===== config.mk =====
export PLATFORM = sky130hd
export DESIGN_NAME = exec_top
export DESIGN_NICKNAME = d
export VERILOG_FILES = /design/src/hdl/exec_pkg.sv /design/src/hdl/alu.sv /design/src/hdl/reg_file.sv /design/src/hdl/instr_decode.sv /design/src/hdl/writeback.sv /design/src/hdl/exec_top.sv
export VERILOG_INCLUDE_DIRS = /design/src /design/src/hdl
export SDC_FILE = /design/constraint.sdc
export NUM_CORES = 2
export LEC_CHECK = 0
export BUFFER_PORTS_ARGS = -buffer_cell sky130_fd_sc_hd__buf_2
export CORE_ASPECT_RATIO = 2
export CORE_MARGIN = 4
export CORE_UTILIZATION = 35
export DETAILED_ROUTE_END_ITERATION = 12
export PLACE_DENSITY = 0.56
export SLEW_MARGIN = 25
export SYNTH_ARGS = -nofsm -noshare
export SYNTH_HDL_FRONTEND = slang
export SYNTH_SLANG_ARGS = --single-unit

===== constraint.sdc =====
create_clock -name clk -period 4.9 [get_ports clk]
set_input_delay 0.49 -clock clk [delete_from_list [all_inputs] [get_ports clk]]
set_output_delay 0.49 -clock clk [all_outputs]
set_load 0.01 [all_outputs]

===== src/hdl/exec_consts.svh =====
`ifndef EXEC_CONSTS_SVH
`define EXEC_CONSTS_SVH

// Datapath widths
`define XLEN    32
`define REG_AW  5   // x0..x31
`define CSR_AW  12

// Major opcodes
`define OP_OP      7'b0110011  // R-type ALU
`define OP_OP_IMM  7'b0010011  // I-type ALU
`define OP_LUI     7'b0110111
`define OP_AUIPC   7'b0010111
`define OP_JAL     7'b1101111
`define OP_JALR    7'b1100111
`define OP_SYSTEM  7'b1110011  // Zicsr only

// ALU funct3
`define F3_ADD   3'b000  // ADD, SUB, ADDI, also JALR
`define F3_SLL   3'b001
`define F3_SLTU  3'b011
`define F3_XOR   3'b100
`define F3_SR    3'b101  // SRL, SRA and imm forms
`define F3_OR    3'b110
`define F3_AND   3'b111

// Zicsr funct3
`define F3_CSRRW   3'b001
`define F3_CSRRS   3'b010
`define F3_CSRRC   3'b011
`define F3_CSRRWI  3'b101
`define F3_CSRRSI  3'b110
`define F3_CSRRCI  3'b111

// Implemented CSRs
`define CSR_MTVEC     12'h305
`define CSR_MSCRATCH  12'h340
`define CSR_MEPC      12'h341

`define RESET_PC  32'h0000_0000

`endif


===== src/hdl/exec_pkg.sv =====
`default_nettype none

`include "exec_consts.svh"

package exec_pkg;

  ////////////////////
  // Scalar types
  ////////////////////

  typedef logic [`XLEN-1:0]   word_t;      // Data word / PC
  typedef logic [`REG_AW-1:0] reg_addr_t;  // GPR index
  typedef logic [`CSR_AW-1:0] csr_addr_t;  // CSR index

  // ALU select
  // 000 add, 001 sub, 010 and, 011 or
  // 100 xor, 101 sll, 110 srl, 111 sra
  typedef logic [2:0] alu_op_t;

  // CSR select, same as funct3
  // 001/010/011 reg forms, 101/110/111 imm forms, 000 none
  typedef logic [2:0] csr_op_t;

  ////////////////////
  // Stage records
  ////////////////////

  // Decode to execute
  typedef struct packed {
    logic      valid;     // Legal instr in flight
    word_t     pc;        // Instr address
    word_t     a;         // rs1 or PC
    word_t     b;         // rs2, imm or zimm
    alu_op_t   alu_op;
    logic      lui;
    logic      auipc;
    logic      jal;
    logic      jalr;
    logic      compare;   // SLTU / SLTIU
    csr_op_t   csr_op;    // Nonzero for Zicsr
    csr_addr_t csr_addr;
    reg_addr_t rd;
  } id_ex_t;

  // Retired result
  typedef struct packed {
    logic      valid;
    reg_addr_t rd;
    word_t     data;
  } wb_t;

endpackage : exec_pkg

`default_nettype wire


===== src/hdl/alu.sv =====
`timescale 1ns/1ns
`default_nettype none

`include "exec_consts.svh"

module alu (
  input  exec_pkg::word_t   a,
  input  exec_pkg::word_t   b,
  input  exec_pkg::word_t   pres_adr,  // PC of instr in execute
  input  exec_pkg::alu_op_t alusel,
  input  logic              lui,
  input  logic              jal,
  input  logic              jalr,
  input  logic              auipc,
  input  logic              compare,
  input  exec_pkg::csr_op_t csrsel,
  input  exec_pkg::word_t   csr_in,    // Current CSR value
  output exec_pkg::word_t   res,
  output exec_pkg::word_t   csr_res,   // New CSR value
  output logic              comp_res
);

  exec_pkg::word_t s;
  exec_pkg::word_t link;

  // Unsigned compare, high if a < b
  assign comp_res = (a < b);

  // Return address, no compressed instrs
  assign link = pres_adr + 32'd4;

  ////////////////////
  // Arithmetic / logic
  ////////////////////

  always_comb begin
    case (alusel)
      3'b000:  s = a + b;
      3'b001:  s = a - b;
      3'b010:  s = a & b;
      3'b011:  s = a | b;
      3'b100:  s = a ^ b;
      3'b101:  s = a << b[4:0];
      3'b110:  s = a >> b[4:0];
      3'b111:  s = $signed(a) >>> b[4:0];  // Sign fill
      default: s = '0;
    endcase
  end

  ////////////////////
  // CSR update
  ////////////////////

  always_comb begin
    case (csrsel)
      `F3_CSRRW:  csr_res = a;
      `F3_CSRRS:  csr_res = csr_in | a;
      `F3_CSRRC:  csr_res = csr_in & ~a;   // Clear bits set in rs1
      `F3_CSRRWI: csr_res = b;             // b holds zimm
      `F3_CSRRSI: csr_res = csr_in | b;
      `F3_CSRRCI: csr_res = csr_in & ~b;
      default:    csr_res = '0;
    endcase
  end

  // Result mux, priority order
  assign res = lui         ? b :                                     // LUI
               auipc       ? (b + pres_adr) :                        // AUIPC
               (jal| jalr) ? link :                                  // JAL / JALR
               compare     ? {{(`XLEN-1){1'b0}}, comp_res} :         // SLTU / SLTIU
               s;

endmodule : alu

`default_nettype wire


===== src/hdl/reg_file.sv =====
`timescale 1ns/1ns
`default_nettype none

`include "exec_consts.svh"

module reg_file (
  input  logic                clk,
  input  logic                arst_n,
  input  exec_pkg::reg_addr_t rs1_addr,
  input  exec_pkg::reg_addr_t rs2_addr,
  output exec_pkg::word_t     rs1_data,
  output exec_pkg::word_t     rs2_data,
  input  logic                we,
  input  exec_pkg::reg_addr_t wr_addr,
  input  exec_pkg::word_t     wr_data
);

  localparam int unsigned NREG = 1 << `REG_AW;  // 32 GPRs

  // x1..x31 only
  exec_pkg::word_t regs [1:NREG-1];

  // Write port
  always_ff @(posedge clk or negedge arst_n) begin
    if (!arst_n) begin
      for (int i = 1; i < NREG; i++) begin
        regs[i] <= '0;
      end
    end else if (we && (wr_addr != '0)) begin  // x0 writes ignored
      regs[wr_addr] <= wr_data;
    end
  end

  // Read ports, old data on same-cycle write
  assign rs1_data = (rs1_addr == '0) ? '0 : regs[rs1_addr];
  assign rs2_data = (rs2_addr == '0) ? '0 : regs[rs2_addr];

endmodule : reg_file

`default_nettype wire


===== src/hdl/instr_decode.sv =====
`timescale 1ns/1ns
`default_nettype none

`include "exec_consts.svh"

module instr_decode (
  input  logic                clk,
  input  logic                arst_n,
  input  logic                instr_valid,  // One-cycle strobe
  input  exec_pkg::word_t     instr,
  input  exec_pkg::word_t     instr_pc,
  output exec_pkg::reg_addr_t rs1_addr,
  output exec_pkg::reg_addr_t rs2_addr,
  input  exec_pkg::word_t     rs1_data,
  input  exec_pkg::word_t     rs2_data,
  input  exec_pkg::word_t     fwd_data,     // Result of instr in execute
  output exec_pkg::id_ex_t    id_ex
);

  logic [6:0]          opcode;
  logic [2:0]          funct3;
  logic [6:0]          funct7;
  exec_pkg::reg_addr_t rd;
  exec_pkg::word_t     imm_i;
  exec_pkg::word_t     imm_u;
  exec_pkg::word_t     imm_j;
  exec_pkg::word_t     zimm;
  logic                fwd_rs1;
  logic                fwd_rs2;
  exec_pkg::word_t     op1;
  exec_pkg::word_t     op2;
  logic                alu_f3_ok;
  logic                legal;
  exec_pkg::id_ex_t    id_ex_nxt;

  // funct3 to ALU select, alt picks SUB / SRA
  function automatic exec_pkg::alu_op_t alu_sel(input logic [2:0] f3, input logic alt);
    case (f3)
      `F3_ADD: alu_sel = alt ? 3'b001 : 3'b000;
      `F3_SLL: alu_sel = 3'b101;
      `F3_XOR: alu_sel = 3'b100;
      `F3_SR:  alu_sel = alt ? 3'b111 : 3'b110;
      `F3_OR:  alu_sel = 3'b011;
      `F3_AND: alu_sel = 3'b010;
      default: alu_sel = 3'b000;  // SLTU goes through comparator
    endcase
  endfunction

  ////////////////////
  // Field split
  ////////////////////

  assign opcode   = instr[6:0];
  assign rd       = instr[11:7];
  assign funct3   = instr[14:12];
  assign rs1_addr = instr[19:15];
  assign rs2_addr = instr[24:20];
  assign funct7   = instr[31:25];

  assign imm_i = {{20{instr[31]}}, instr[31:20]};
  assign imm_u = {instr[31:12], 12'b0};
  assign imm_j = {{12{instr[31]}}, instr[19:12], instr[20], instr[30:21], 1'b0};
  assign zimm  = {27'b0, instr[19:15]};  // CSR imm forms

  ////////////////////
  // Forwarding
  ////////////////////

  // Only the instr in execute can be missing from the RF
  assign fwd_rs1 = id_ex.valid && (id_ex.rd != '0) && (id_ex.rd == rs1_addr);
  assign fwd_rs2 = id_ex.valid && (id_ex.rd != '0) && (id_ex.rd == rs2_addr);

  assign op1 = fwd_rs1 ? fwd_data : rs1_data;
  assign op2 = fwd_rs2 ? fwd_data : rs2_data;

  assign alu_f3_ok = (funct3 != 3'b010);  // Signed SLT/SLTI not supported

  ////////////////////
  // Decode
  ////////////////////

  always_comb begin
    id_ex_nxt          = '0;
    id_ex_nxt.pc       = instr_pc;
    id_ex_nxt.a        = op1;
    id_ex_nxt.b        = op2;
    id_ex_nxt.rd       = rd;
    id_ex_nxt.csr_addr = instr[31:20];
    legal              = 1'b0;
    case (opcode)
      `OP_OP: begin
        legal = alu_f3_ok && ((funct7 == 7'b0000000) ||
                ((funct7 == 7'b0100000) && (funct3 == `F3_ADD || funct3 == `F3_SR)));
        id_ex_nxt.alu_op  = alu_sel(funct3, funct7[5]);
        id_ex_nxt.compare = (funct3 == `F3_SLTU);
      end
      `OP_OP_IMM: begin
        // Shamt forms carry funct7 in imm[11:5]
        if (funct3 == `F3_SLL)
          legal = (funct7 == 7'b0000000);
        else if (funct3 == `F3_SR)
          legal = (funct7 == 7'b0000000) || (funct7 == 7'b0100000);
        else
          legal = alu_f3_ok;
        id_ex_nxt.alu_op  = alu_sel(funct3, (funct3 == `F3_SR) && instr[30]);
        id_ex_nxt.compare = (funct3 == `F3_SLTU);
        id_ex_nxt.b       = imm_i;
      end
      `OP_LUI: begin
        legal         = 1'b1;
        id_ex_nxt.lui = 1'b1;
        id_ex_nxt.b   = imm_u;
      end
      `OP_AUIPC: begin
        legal           = 1'b1;
        id_ex_nxt.auipc = 1'b1;
        id_ex_nxt.b     = imm_u;  // PC added in ALU
      end
      `OP_JAL: begin
        legal         = 1'b1;
        id_ex_nxt.jal = 1'b1;
        id_ex_nxt.a   = instr_pc;  // Link only
        id_ex_nxt.b   = imm_j;
      end
      `OP_JALR: begin
        legal          = (funct3 == `F3_ADD);
        id_ex_nxt.jalr = 1'b1;
        id_ex_nxt.a    = instr_pc;
        id_ex_nxt.b    = imm_i;
      end
      `OP_SYSTEM: begin
        case (funct3)
          `F3_CSRRW, `F3_CSRRS, `F3_CSRRC,
          `F3_CSRRWI, `F3_CSRRSI, `F3_CSRRCI: legal = 1'b1;
          default:                            legal = 1'b0;  // ECALL etc.
        endcase
        id_ex_nxt.csr_op = funct3;
        id_ex_nxt.b      = zimm;
      end
      default: legal = 1'b0;
    endcase
    id_ex_nxt.valid = instr_valid && legal;  // Unknown instr is dropped here
  end

  ////////////////////
  // ID/EX register
  ////////////////////

  always_ff @(posedge clk or negedge arst_n) begin
    if (!arst_n) begin
      id_ex    <= '0;
      id_ex.pc <= `RESET_PC;
    end else begin
      id_ex <= id_ex_nxt;
    end
  end

endmodule : instr_decode

`default_nettype wire


===== src/hdl/writeback.sv =====
`timescale 1ns/1ns
`default_nettype none

`include "exec_consts.svh"

module writeback (
  input  logic                clk,
  input  logic                arst_n,
  input  exec_pkg::id_ex_t    id_ex,
  input  exec_pkg::word_t     res,
  input  exec_pkg::word_t     csr_res,
  output exec_pkg::word_t     csr_in,    // CSR read for ALU
  output exec_pkg::word_t     fwd_data,  // Back to decode
  output logic                rf_we,
  output exec_pkg::reg_addr_t rf_addr,
  output exec_pkg::word_t     rf_data,
  output exec_pkg::wb_t       wb
);

  exec_pkg::word_t mtvec;
  exec_pkg::word_t mscratch;
  exec_pkg::word_t mepc;
  exec_pkg::word_t rd_val;
  logic            is_csr;
  logic            csr_known;
  logic            csr_we;

  assign is_csr = (id_ex.csr_op != '0);

  ////////////////////
  // CSR file
  ////////////////////

  // Read side, unknown address reads 0
  always_comb begin
    csr_known = 1'b1;
    case (id_ex.csr_addr)
      `CSR_MTVEC:    csr_in = mtvec;
      `CSR_MSCRATCH: csr_in = mscratch;
      `CSR_MEPC:     csr_in = mepc;
      default: begin
        csr_in    = '0;
        csr_known = 1'b0;
      end
    endcase
  end

  assign csr_we = id_ex.valid && is_csr && csr_known;

  always_ff @(posedge clk or negedge arst_n) begin
    if (!arst_n) begin
      mtvec    <= '0;
      mscratch <= '0;
      mepc     <= '0;
    end else if (csr_we) begin
      case (id_ex.csr_addr)
        `CSR_MTVEC:    mtvec    <= csr_res;
        `CSR_MSCRATCH: mscratch <= csr_res;
        `CSR_MEPC:     mepc     <= csr_res;
        default:       mepc     <= mepc;
      endcase
    end
  end

  ////////////////////
  // Retire
  ////////////////////

  assign rd_val   = is_csr ? csr_in : res;  // Zicsr returns old CSR value
  assign fwd_data = rd_val;

  // RF written on the same edge as wb capture
  assign rf_we   = id_ex.valid && (id_ex.rd != '0);
  assign rf_addr = id_ex.rd;
  assign rf_data = rd_val;

  // EX/WB register, zero between pulses
  always_ff @(posedge clk or negedge arst_n) begin
    if (!arst_n) begin
      wb <= '0;
    end else if (id_ex.valid) begin
      wb.valid <= 1'b1;
      wb.rd    <= id_ex.rd;
      wb.data  <= rd_val;
    end else begin
      wb <= '0;
    end
  end

endmodule : writeback

`default_nettype wire


===== src/hdl/exec_top.sv =====
`timescale 1ns/1ns
`default_nettype none

module exec_top (
  input  logic            clk,
  input  logic            arst_n,
  input  logic            instr_valid,
  input  exec_pkg::word_t instr,
  input  exec_pkg::word_t instr_pc,
  output exec_pkg::wb_t   wb
);

  // Decode <-> RF
  exec_pkg::reg_addr_t rs1_addr;
  exec_pkg::reg_addr_t rs2_addr;
  exec_pkg::word_t     rs1_data;
  exec_pkg::word_t     rs2_data;

  // Execute
  exec_pkg::id_ex_t    id_ex;
  exec_pkg::word_t     res;
  exec_pkg::word_t     csr_res;
  exec_pkg::word_t     csr_in;
  exec_pkg::word_t     fwd_data;

  // RF write
  logic                rf_we;
  exec_pkg::reg_addr_t rf_addr;
  exec_pkg::word_t     rf_data;

  instr_decode i_instr_decode (
    .clk         (clk),
    .arst_n      (arst_n),
    .instr_valid (instr_valid),
    .instr       (instr),
    .instr_pc    (instr_pc),
    .rs1_addr    (rs1_addr),
    .rs2_addr    (rs2_addr),
    .rs1_data    (rs1_data),
    .rs2_data    (rs2_data),
    .fwd_data    (fwd_data),
    .id_ex       (id_ex)
  );

  reg_file i_reg_file (
    .clk      (clk),
    .arst_n   (arst_n),
    .rs1_addr (rs1_addr),
    .rs2_addr (rs2_addr),
    .rs1_data (rs1_data),
    .rs2_data (rs2_data),
    .we       (rf_we),
    .wr_addr  (rf_addr),
    .wr_data  (rf_data)
  );

  alu i_alu (
    .a        (id_ex.a),
    .b        (id_ex.b),
    .pres_adr (id_ex.pc),
    .alusel   (id_ex.alu_op),
    .lui      (id_ex.lui),
    .jal      (id_ex.jal),
    .jalr     (id_ex.jalr),
    .auipc    (id_ex.auipc),
    .compare  (id_ex.compare),
    .csrsel   (id_ex.csr_op),
    .csr_in   (csr_in),
    .res      (res),
    .csr_res  (csr_res),
    .comp_res ()              // Already folded into res
  );

  writeback i_writeback (
    .clk      (clk),
    .arst_n   (arst_n),
    .id_ex    (id_ex),
    .res      (res),
    .csr_res  (csr_res),
    .csr_in   (csr_in),
    .fwd_data (fwd_data),
    .rf_we    (rf_we),
    .rf_addr  (rf_addr),
    .rf_data  (rf_data),
    .wb       (wb)
  );

endmodule : exec_top

`default_nettype wire


==> impl_metrics.json <==
{
  "status": "finished, final reports clean",
  "io_buffers": 104,
  "cp.required_ps": 5530,
  "hold-worst-slack_ps": 25.7,
  "synthCells": 7086,
  "clk_pin_slew_ps": 70,
  "ios": 105,
  "vias": 62083,
  "ys_seq_area_share_pct": 41.6,
  "hp-class": "input pin to flop",
  "pre_cts_slack_ps": 316,
  "drt-met1-wl_um": 111000,
  "nets": 7337,
  "ir_worst_vdd_mv": 0.247,
  "synth_fp_nets": 7285,
  "finalClockSkew_ps": 35.5,
  "die-width_um": 336,
  "maxSlewHeadroom_pct": 16.8,
  "first_pass_iters": 6,
  "clockRootBuffer": "clkbuf_16",
  "p_per_area_nw_per_um2": 264,
  "fmax_mhz": 204,
  "hpwl_um": 256000,
  "cts.sinks": 1251,
  "first_global_vias": 64722,
  "gp_congestion": 1.04,
  "criticalPathCategory": "flop to flop",
  "rows": 240,
  "fin_cells": 10044,
  "synth_ff_type": "dfrtp_1",
  "vias_per_cell": 6.18,
  "wl_per_cell_um": 35.5,
  "final.period_utilization_pct": 100,
  "dieArea_sq_um": 223000,
  "met2WireLength_um": 176000,
  "internal_power_w": 0.0164,
  "core-area_sq_um": 214000,
  "worst_ep_arrival_time_ps": 5530,
  "netSwitchingPower_w": 0.00627,
  "antenna_found_initial": 56,
  "syn-cell-area_sq_um": 75300,
  "cts_made_buffers": 105,
  "drt_iter0_drc": 5361,
  "synthDistinctLibCells": 101,
  "finalSetupTns_ps": 0,
  "routed_wl_um": 357000,
  "place_inst": 9772,
  "clock_latency_ps": 740,
  "grt_overflow_total": 0,
  "grt_use_total_pct": 32.0,
  "finalWorstPathRequiredPeriod_ps": 4900,
  "fin_ws_ps": 1.83,
  "worstSetupStartpointType": "flop",
  "route.met3.wl_um": 24900,
  "synth_edf_count": 0,
  "hold_viol": 0,
  "grt_pass1_wl_um": 502000,
  "syn2layout_area_growth_pct": 13.9,
  "setup_viol": 0,
  "leakage_nw": 36.2,
  "drtAntennaViolNets": 0,
  "synth_warnings": 0,
  "cp_max_fo": 33,
  "syn_avg_cell_area_sq_um": 10.6,
  "synth-seq-cells": 1251,
  "async_flop_share_pct": 100,
  "cts.path.max_buffers": 3,
  "power.share.switching_pct": 27.6,
  "start_util_pct": 35.2,
  "highest_layer": "met5",
  "worst_slew_pin_slew_ps": 1250,
  "grt_max_degree": 156,
  "cts_tree": "yes",
  "combPwrFrac_pct": 13.0,
  "power_frac_clock_pct": 40.5,
  "final_layout_size_suffix_gt1_share_pct": 25.2,
  "post_cts_buffers": 0,
  "seqPwrFrac_pct": 46.5,
  "power_w": 0.0227,
  "report.final.slew_viol_count": 0,
  "h-tree-depth": 3,
  "endpoint_kind": "flop",
  "die_h_um": 664,
  "drv_cap": 0,
  "drc_errors": 0
}
## placed cells by master (no fill, tap or decap), types with 42 or more instances in the layout
cell       netlist  routed
o21ai_1        130     133
nand3_1         74      63
o31ai_1         47      45
o211ai_1        70      70
o221ai_1        42      42
o21ai_0        829     826
ha_1           129     129
inv_1          122     120
mux2_2         294     294
buf_12           1      86
nand2_1       1220    1200
buf_2          117      94
buf_4           23     379
dfrtp_1       1251    1243
nor2_1         282     279
a21oi_1        344     341
clkbuf_16        0     106
nor3_1          52      45
mux2i_1        196     192
xnor2_1         76      75
mux4_2         623     623
## worst paths after layout
kind | from | cells after the start | slack (ps) | to
setup / recovery | i_instr_decode.id_ex[73] | 12 | 2 | i_reg_file.regs[766]
hold / removal | instr[14] | 2 | 30 | i_instr_decode.id_ex[20]
setup reg to reg | i_instr_decode.id_ex[73] | 12 | 2 | i_reg_file.regs[766]
hold reg to reg | i_reg_file.regs[296] | 2 | 490 | i_reg_file.regs[296]
max in group asynchronous | arst_n | 4 | 3030 | i_reg_file.regs[909]
min in group asynchronous | arst_n | 2 | 240 | i_reg_file.regs[334]
## flip-flops by register name (all words and copies together) (netlist names)
signal                cells
i_writeback.mtvec        32
i_reg_file.regs         992
i_writeback.mepc         32
i_writeback.wb           38
i_instr_decode.id_ex    125
i_writeback.mscratch     32
## critical path, stage by stage (launching register included)
cell       delay, ps
dfrtp_1          740
inv_1            230
ha_1             480
a21oi_1          990
o21a_1           470
nand2_1          200
a21o_1           280
a221oi_1         310
xnor2_1          160
a2bb2oi_1        340
nand2_1          150
buf_12           190
o21ai_0          190
## layer usage
metal  GRT usage [%]  vias to the layer above
met5               0                        -
met2            53.5                     2858
met4            32.7                       34
li1                -                    26115
met3            8.36                     1404
met1            31.2                    31672
## timing repair
action                                  4_1_cts  5_1_grt
gates resized for setup                       0        1
hold buffers                                 35        0
endpoints found under the hold margin       115        0
endpoints found under the setup margin        0       31
## logic make-up (layout without fill, tap and decap cells)
logic type | Yosys count | in the layout | share of synthesized area (%)
AND/OR/NAND/NOR | 1846 | 1846 | 10.2
AO/OA/AOI/OAI | 1844 | 1844 | 14.5
flip-flops | 1251 | 1251 | 41.6
multiplexers | 1116 | 1116 | 25.7
buffers and inverters | 791 | 929 | 4.50
adder cells (fa/ha/maj) | 132 | 132 | 2.22
XOR/XNOR | 106 | 106 | 1.23
other | 0 | 37 | 0
## cells in the mapped netlist (18+ instances only)
library cell  count  share of area [%]
clkbuf_2         21               0.14
a22oi_1          19               0.19
dfrtp_1        1251                 42
o22ai_1          23               0.19
nor4_1           27               0.22
mux2_2          294                4.4
clkbuf_1        418                2.1
mux4_2          623                 19
xnor2_1          76               0.88
nor2_1          282                1.4
nand2b_1         32               0.27
o21ai_0         829                5.5
o21ai_1         130               0.86
a211oi_1         38               0.38
buf_2           117               0.78
inv_1           122               0.61
mux2i_1         196                2.6
and3_1           23               0.19
nand4_1          23               0.19
nand2_1        1220                6.1
o221ai_1         42               0.49
xor2_1           30               0.35
nor2b_1          33               0.27
buf_1            63               0.31
o31ai_1          47               0.47
ha_1            129                2.1
nor3_1           52               0.35
and2_1           25               0.21
a21oi_1         344                2.3
nand3_1          74               0.49
a221oi_1         19               0.22
o21ai_2          32               0.37
buf_6            18               0.27
o211ai_1         70               0.70
a31oi_1          39               0.32
a21o_1           34               0.34
buf_4            23               0.23
## power groups by stage
| stage | clock network [W] | registers [W] | logic, W |
|---|---|---|---|
| floorplan | 0 | 0.0107 | 0.00147 |
| finish | 0.00918 | 0.0106 | 0.00294 |
| global route | 0.00968 | 0.0106 | 0.00309 |
| global placement | 0 | 0.0107 | 0.00282 |
| CTS | 0.00932 | 0.0106 | 0.00287 |
| detailed placement | 0 | 0.0108 | 0.00283 |
## final cells by class
type	instances	area, sq um
sequential	1251	31300
clock inverter	48	643
timing repair buffer	607	5590
tap	2783	3480
clock buffer	145	3020
antenna	37	92.6
inverter	129	485
multi-input combinational	5044	41200
fill	20756	128000
## stage by stage
stage	util, %	instance area (sq um)
2_1_floorplan	-	75300
3_3_place_gp	38.1	81400
3_5_place_dp	38.1	81500
4_1_cts	40.0	85500
5_1_grt	40.1	85700
6_report	40.1	85800
Power figures use the tool's default switching activity.
